## src/rtl/apb_pkg.sv

```systemverilog
`default_nettype none

package apb_pkg;

  localparam int unsigned addr_width = 4;
  localparam int unsigned data_width = 32;

  // register offsets.
  localparam logic [addr_width-1:0] addr_operands = 4'h0;  // write only, starts a job.
  localparam logic [addr_width-1:0] addr_result   = 4'h4;  // read only.
  localparam logic [addr_width-1:0] addr_status   = 4'h8;  // read only.
  localparam logic [addr_width-1:0] addr_mode     = 4'hC;

  // Requester side of the bus, driven by the host.
  typedef struct packed {
    logic                  psel;
    logic                  penable;
    logic                  pwrite;
    logic [addr_width-1:0] paddr;
    logic [data_width-1:0] pwdata;
  } apb_req_t;

  // completer side of the bus.
  typedef struct packed {
    logic [data_width-1:0] prdata;
    logic                  pready;
    logic                  pslverr;
  } apb_rsp_t;

endpackage

`default_nettype wire

```

## src/rtl/div_pkg.sv

```systemverilog
`default_nettype none

package div_pkg;

  localparam int unsigned dividend_width = 16;
  localparam int unsigned divisor_width  = 8;  // also the quotient and remainder width.

  // approx_cells[row][col] marks the cells that may switch to the approximate subtractor.
  // Row 0 is the bottom row that produces the remainder, and col 0 takes the divisor LSB.
  localparam logic [divisor_width-1:0][divisor_width-1:0] approx_cells = {
    48'h0,
    8'h01,  // row 1 col 0.
    8'h03   // row 0 col 0 and col 1.
  };

  // one job for the array.
  typedef struct packed {
    logic [dividend_width-1:0] dividend;
    logic [divisor_width-1:0]  divisor;
    logic                      approx;  // high selects the approximate cells.
  } div_op_t;

  typedef struct packed {
    logic [divisor_width-1:0] quotient;
    logic [divisor_width-1:0] remainder;
    logic                     div_by_zero;
  } div_res_t;

endpackage

`default_nettype wire

```

## src/rtl/apb_reg_decode.sv

```systemverilog
`timescale 1ns/1ns
`default_nettype none

module apb_reg_decode (
  input  logic              clk,
  input  logic              reset,
  input  apb_pkg::apb_req_t apb_req,
  output apb_pkg::apb_rsp_t apb_rsp,
  output logic              start,
  output div_pkg::div_op_t  op,
  output logic              clear,
  input  div_pkg::div_res_t result,
  input  logic              done
);

  logic access;
  logic write_access;
  logic allowed;      // offset exists and the direction is legal for it.
  logic approx_mode;

  // pready is tied high, so every access phase lasts a single cycle.
  assign access       = apb_req.psel & apb_req.penable;
  assign write_access = access & apb_req.pwrite;

  always_comb begin
    case (apb_req.paddr)
      apb_pkg::addr_operands: allowed = apb_req.pwrite;
      apb_pkg::addr_result,
      apb_pkg::addr_status:   allowed = ~apb_req.pwrite;
      apb_pkg::addr_mode:     allowed = 1'b1;
      default:                allowed = 1'b0;
    endcase
  end

  always_ff @(posedge clk) begin
    if (reset) begin
      approx_mode <= 1'b1;  // the approximate cells are the power-on choice.
    end else if (write_access && apb_req.paddr == apb_pkg::addr_mode) begin
      approx_mode <= apb_req.pwdata[0];
    end
  end

  // The job is captured by the execute stage on this same edge.
  assign start = write_access && (apb_req.paddr == apb_pkg::addr_operands);

  // a new job retires the done flag of the previous one.
  assign clear = write_access && (apb_req.paddr == apb_pkg::addr_operands);

  assign op.dividend = apb_req.pwdata[div_pkg::dividend_width-1:0];
  assign op.divisor  = apb_req.pwdata[div_pkg::dividend_width +: div_pkg::divisor_width];
  assign op.approx   = approx_mode;

  always_comb begin
    apb_rsp.prdata = '0;
    case (apb_req.paddr)
      apb_pkg::addr_result: begin
        apb_rsp.prdata[2*div_pkg::divisor_width-1:0] = {result.remainder, result.quotient};
      end
      apb_pkg::addr_status: begin
        apb_rsp.prdata[1:0] = {result.div_by_zero, done};
      end
      apb_pkg::addr_mode: begin
        apb_rsp.prdata[0] = approx_mode;
      end
      default: begin
        apb_rsp.prdata = '0;  // write-only and unmapped offsets read as zero.
      end
    endcase
  end

  assign apb_rsp.pready  = 1'b1;
  assign apb_rsp.pslverr = access & ~allowed;

endmodule

`default_nettype wire

```

## src/rtl/div_apb_top.sv

```systemverilog
`timescale 1ns/1ns
`default_nettype none

module div_apb_top (
  input  logic              clk,
  input  logic              reset,
  input  apb_pkg::apb_req_t apb_req,
  output apb_pkg::apb_rsp_t apb_rsp
);

  logic              start;
  logic              clear;
  logic              valid;
  logic              done;
  div_pkg::div_op_t  op;
  div_pkg::div_res_t exec_result;
  div_pkg::div_res_t held_result;  // what the host reads back.

  apb_reg_decode decode_i (
    .clk     (clk),
    .reset   (reset),
    .apb_req (apb_req),
    .apb_rsp (apb_rsp),
    .start   (start),
    .op      (op),
    .clear   (clear),
    .result  (held_result),
    .done    (done)
  );

  div_array_execute execute_i (
    .clk    (clk),
    .reset  (reset),
    .start  (start),
    .op     (op),
    .valid  (valid),
    .result (exec_result)
  );

  div_result_regs result_i (
    .clk       (clk),
    .reset     (reset),
    .clear     (clear),
    .valid     (valid),
    .result_in (exec_result),
    .result    (held_result),
    .done      (done)
  );

endmodule

`default_nettype wire

```

## src/rtl/div_array_execute.sv

```systemverilog
`timescale 1ns/1ns
`default_nettype none

module div_array_execute (
  input  logic              clk,
  input  logic              reset,
  input  logic              start,
  input  div_pkg::div_op_t  op,
  output logic              valid,
  output div_pkg::div_res_t result
);

  div_pkg::div_op_t op_q;
  logic             start_q;
  logic [div_pkg::divisor_width-1:0] quotient;
  logic [div_pkg::divisor_width-1:0] remainder;

  always_ff @(posedge clk) begin
    if (reset) begin
      start_q <= 1'b0;
      valid   <= 1'b0;
    end else begin
      start_q <= start;
      valid   <= start_q;
    end
  end

  always_ff @(posedge clk) begin
    if (start) begin
      op_q <= op;
    end
    if (start_q) begin
      result.quotient    <= quotient;
      result.remainder   <= remainder;
      result.div_by_zero <= (op_q.divisor == '0);  // flagged only, the array still runs.
    end
  end

  // Restoring triangular array. Row i yields quotient bit i and hands its partial
  // remainder down to row i-1, and row 0 holds the final remainder.
  for (genvar i = 0; i < div_pkg::divisor_width; i++) begin : row
    logic q;

    for (genvar j = 0; j < div_pkg::divisor_width; j++) begin : col
      logic x;
      logic y;
      logic bin;
      logic diff;
      logic bout;
      logic rem;
      logic use_approx;

      assign y = op_q.divisor[j];

      if (j == 0) begin : g_first
        assign x   = op_q.dividend[i];
        assign bin = 1'b0;
      end else begin : g_chain
        assign bin = row[i].col[j-1].bout;
        if (i == div_pkg::divisor_width - 1) begin : g_top
          assign x = op_q.dividend[div_pkg::divisor_width - 1 + j];
        end else begin : g_below
          assign x = row[i+1].col[j-1].rem;
        end
      end

      assign use_approx = div_pkg::approx_cells[i][j] & op_q.approx;

      // the approximate cell keeps x as its difference and ors the incoming borrow.
      assign diff = use_approx ? x : (x ^ y ^ bin);
      assign bout = use_approx ? (bin | (~x & y)) : ((~x & y) | (~(x ^ y) & bin));
      assign rem  = q ? diff : x;  // restore when the row does not subtract.
    end

    // A set high bit means the shifted remainder already exceeds the divisor.
    if (i == div_pkg::divisor_width - 1) begin : g_top_q
      assign q = op_q.dividend[div_pkg::dividend_width-1] |
                 ~row[i].col[div_pkg::divisor_width-1].bout;
    end else begin : g_low_q
      assign q = row[i+1].col[div_pkg::divisor_width-1].rem |
                 ~row[i].col[div_pkg::divisor_width-1].bout;
    end

    assign quotient[i]  = q;
    assign remainder[i] = row[0].col[i].rem;
  end

endmodule

`default_nettype wire

```

## src/rtl/div_result_regs.sv

```systemverilog
`timescale 1ns/1ns
`default_nettype none

module div_result_regs (
  input  logic              clk,
  input  logic              reset,
  input  logic              clear,
  input  logic              valid,
  input  div_pkg::div_res_t result_in,
  output div_pkg::div_res_t result,
  output logic              done
);

  // Holds the last completed job until the next one lands.
  always_ff @(posedge clk) begin
    if (reset) begin
      result <= '0;
    end else if (valid) begin
      result <= result_in;
    end
  end

  // valid outranks clear because a coinciding valid belongs to the older job.
  always_ff @(posedge clk) begin
    if (reset) begin
      done <= 1'b0;
    end else if (valid) begin
      done <= 1'b1;
    end else if (clear) begin
      done <= 1'b0;  // a newer job is now in flight.
    end
  end

endmodule

`default_nettype wire

```

## config.mk

```make
export PLATFORM = sky130hd
export DESIGN_NAME = div_apb_top
export DESIGN_NICKNAME = d
export VERILOG_FILES = /design/src/rtl/apb_pkg.sv /design/src/rtl/div_pkg.sv /design/src/rtl/apb_reg_decode.sv /design/src/rtl/div_apb_top.sv /design/src/rtl/div_array_execute.sv /design/src/rtl/div_result_regs.sv
export SDC_FILE = /design/constraint.sdc
export NUM_CORES = 1
export LEC_CHECK = 0
export BUFFER_PORTS_ARGS = -buffer_cell sky130_fd_sc_hd__buf_2
export CAP_MARGIN = 20
export CORE_MARGIN = 5
export CORE_UTILIZATION = 60
export DETAILED_ROUTE_END_ITERATION = 7
export PLACE_DENSITY = 0.84
export SYNTH_ARGS = -nofsm -noshare
export SYNTH_HDL_FRONTEND = slang
export SYNTH_SLANG_ARGS = --single-unit
```

## constraint.sdc

```tcl
create_clock -name clk -period 46.1 [get_ports clk]
set_clock_uncertainty 0.1 [all_clocks]
set_input_delay 13.83 -clock clk [delete_from_list [all_inputs] [get_ports clk]]
set_output_delay 13.83 -clock clk [all_outputs]
set_load 0.005 [all_outputs]
```

==> key figures <==
Flow run
  • Max Cap Viol: 0

Worst setup path
  • Kind of launch point of the worst setup path: register
  • Critical path arrival: 30.80 ns
  • CP most frequent cell: fa_1
  • Crit-path max cell delay: 0.62 ns
  • Worst EP required: 46.11 ns
  • WS Path Type: register to register
  • R2R setup slack: 15.31 ns
  • CP Max Fanout: 18
  • Worst Setup End Kind: register
  • CP max stage cell: fa_1

Logic synthesis
  • Sequential share of the synthesized area: 0.344
  • Distinct cells, synth: 68
  • Synth Area in Adders: 0.251
  • Mux contribution to synthesized area: 0.0982
  • Largest family of logic cells by synthesized area: adder cells
  • Syn Inst Count: 421
  • Post-synth EDFFs: 42
  • Complex-gate fraction of the synthesized area: 0.107
  • #FFs+latches synth: 63
  • Avg Inst Size Synth: 11.6 µm²
  • Post-Synth Simple-Gate Area: 0.127
  • Ys async rst share: 0
  • Predominant post-synthesis flop cell: edfxtp_1
  • Post-Synth XOR/XNOR Area: 0.00179
  • Mapped cell area: 4890 µm²
  • Synth Warn #: 0

Layout
  • Commonest cells after routing, fill and taps aside: fa_1 (55), buf_2 (49), edfxtp_1 (42)
  • Number of diodes: 0
  • Layout cells sized above 1: 0.207
  • Final Cell Area: 5360 µm²
  • Most common cell after layout, fill and taps aside: fa_1
  • Layout filler cell count: 632
  • P&R area growth vs syn: 9.57%
  • Final net count: 574

STA
  • Final worst-path cycle share: 0.668
  • Slew Limit Fails: 0
  • Hold Slack: 0.380 ns
  • Highest clock rate: 32.5 MHz
  • Final setup violation count: 0
  • Setup TNS: 0 ns
  • Final hold viol count: 0
  • Unrepaired setup endpoints after global routing: no
  • Max-slew headroom: 0.358
  • Worst-margin pin slew: 0.962 ns
  • Final min period: 30.79 ns

Route
  • Drt first pass iters: 4
  • Initial DRC Count: 87
  • Vias: 3241
  • Post-DRT Antenna Nets: 0
  • Routed length per instance: 15.7 µm
  • Post-route DRC: 0
  • Drt via density: 5.61
  • Final wirelength: 9090 µm

GRT
  • Initial antenna violation count: 0
  • All-Layer GR Usage: 0.194
  • Vias in the first global route: 3293
  • Largest net degree at the start of global routing: 26
  • Grt ovf: 0
  • First-pass GRT wire length: 15300 µm

CTS
  • Cts hold-fix bufs: 0
  • Clock H-tree levels: 3
  • Postcts setup bufs: 0
  • Clock Pin Slew Worst Setup and Hold Paths: 0.07 ns
  • Root Driver: clkbuf_8
  • Clock Path Buffers: 2
  • CTS Sinks: 63
  • Post-CTS resize count: 0
  • CTS tree: yes
  • Num CTS Buffers: 9
  • Worst-Skew Late Latency: 0.35 ns

Floorplan
  • Io pins: 75
  • Die ar.: 10100 µm²
  • Die Width: 100 µm
  • Core area: 8090 µm²
  • Row count: 33
  • Chip Height: 100 µm
  • Initial core utilization: 0.605

Placement
  • Placed cell area: 5150 µm²
  • Port Buffers: 49
  • Hpwl dp: 7260 µm
  • Routability congestion estimate: 0.901

Power
  • Leak: 2.27 nW
  • Worst vdd ir: 0.0279 mV
  • Total power: 0.000264 W
  • Power Dens Cells: 49.3 nW/µm²

Status
  • Status: complete, no violations

Worst hold path
  • Min-delay worst type: register to register
-- cells in the mapped netlist (3+ instances only) --
| master | n | area [µm²] |
|---|---|---|
| a21boi_0 | 7 | 52.6 |
| a21oi_1 | 3 | 15.0 |
| a221o_1 | 3 | 30.0 |
| a22oi_1 | 3 | 22.5 |
| and2_1 | 7 | 43.8 |
| and3_1 | 21 | 131 |
| buf_4 | 17 | 128 |
| clkbuf_1 | 7 | 26.3 |
| dfxtp_1 | 21 | 420 |
| edfxtp_1 | 42 | 1260 |
| fa_1 | 55 | 1100 |
| ha_1 | 10 | 125 |
| inv_1 | 38 | 143 |
| mux2_2 | 11 | 124 |
| mux2i_1 | 33 | 330 |
| nand2_1 | 22 | 82.6 |
| nand3b_1 | 3 | 22.5 |
| nor2_1 | 39 | 146 |
| nor2b_1 | 6 | 37.5 |
| nor3_1 | 3 | 15.0 |
| o21ai_0 | 7 | 35.0 |
| o31ai_1 | 4 | 30.0 |
-- flip-flops by register name, summed over array words and instances (netlist names) --
| name | cells |
|---|---|
| execute_i.op_q | 24 |
| execute_i.result | 17 |
| result_i.result | 17 |
| decode_i.approx_mode | 1 |
| execute_i.row.col.use_approx | 1 |
| execute_i.start_q | 1 |
| execute_i.valid | 1 |
| result_i.done | 1 |
-- through the flow --
step	util	cells	worst slack (ns)
5_1_grt	0.662	578	13.85
6_report	0.662	578	15.31
3_5_place_dp	0.636	562	15.25
2_1_floorplan	-	436	17.38
3_3_place_gp	0.636	562	15.55
4_1_cts	0.662	578	15.20
-- path summary, 6_finish.rpt --
check | start | to | depth (start not counted)
setup / recovery | execute_i.op_q[1]$_DFFE_PP_ | execute_i.result[2]$_DFFE_PP_ | 93
hold / removal | execute_i.result[3]$_DFFE_PP_ | result_i.result[3]$_SDFFE_PP0P_ | 2
setup reg to reg | execute_i.op_q[1]$_DFFE_PP_ | execute_i.result[2]$_DFFE_PP_ | 93
hold reg to reg | execute_i.result[3]$_DFFE_PP_ | result_i.result[3]$_SDFFE_PP0P_ | 2
-- metal layers --
| metal | routed length [µm] | vias up | GRT usage |
|---|---|---|---|
| li1 | - | 1533 | - |
| met1 | 3630 | 1613 | 0.230 |
| met2 | 4870 | 79 | 0.352 |
| met3 | 433 | 16 | 0.0292 |
| met4 | 161 | 0 | 0.0777 |
| met5 | 0 | - | 0 |
-- area by class of cell --
| cell class | count | area, µm² | area share |
|---|---|---|---|
| multi-input combinational | 303 | 2930 | 0.546 |
| sequential | 63 | 1680 | 0.314 |
| timing repair buffer | 49 | 245 | 0.0458 |
| clock buffer | 15 | 208 | 0.0387 |
| inverter | 42 | 163 | 0.0303 |
| tap | 105 | 131 | 0.0245 |
| clock inverter | 1 | 6.26 | 0.00117 |
-- worst max-delay path: cells and delay by family (launching register included) --
family,cells,cell delay [ns]
and+or+nand+nor,8,1.58
AOI/OAI and AO/OA,10,2.49
adders and majority gates,58,23.22
DFF,1,0.56
buffers and inverters,12,1.01
muxes,5,1.57
-- cell families (layout without fill, tap and decap cells) --
kind of cell               count (synthesis)  after routing
adders and majority gates                 65             65
other                                      2             17
xor gates and xnor gates                   1              1
muxes                                     46             46
buffers and inverters                     70            107
and+or+nand+nor                          116            116
DFF                                       63             63
AOI/OAI and AO/OA                         58             58
-- power by group --
group | internal (W) | switching [W]
clock | 0.0000288 | 0.0000218
sequential | 0.0000686 | 0.000000282
combinational | 0.0000613 | 0.0000835
No activity file was read; power rests on OpenSTA's default activity.
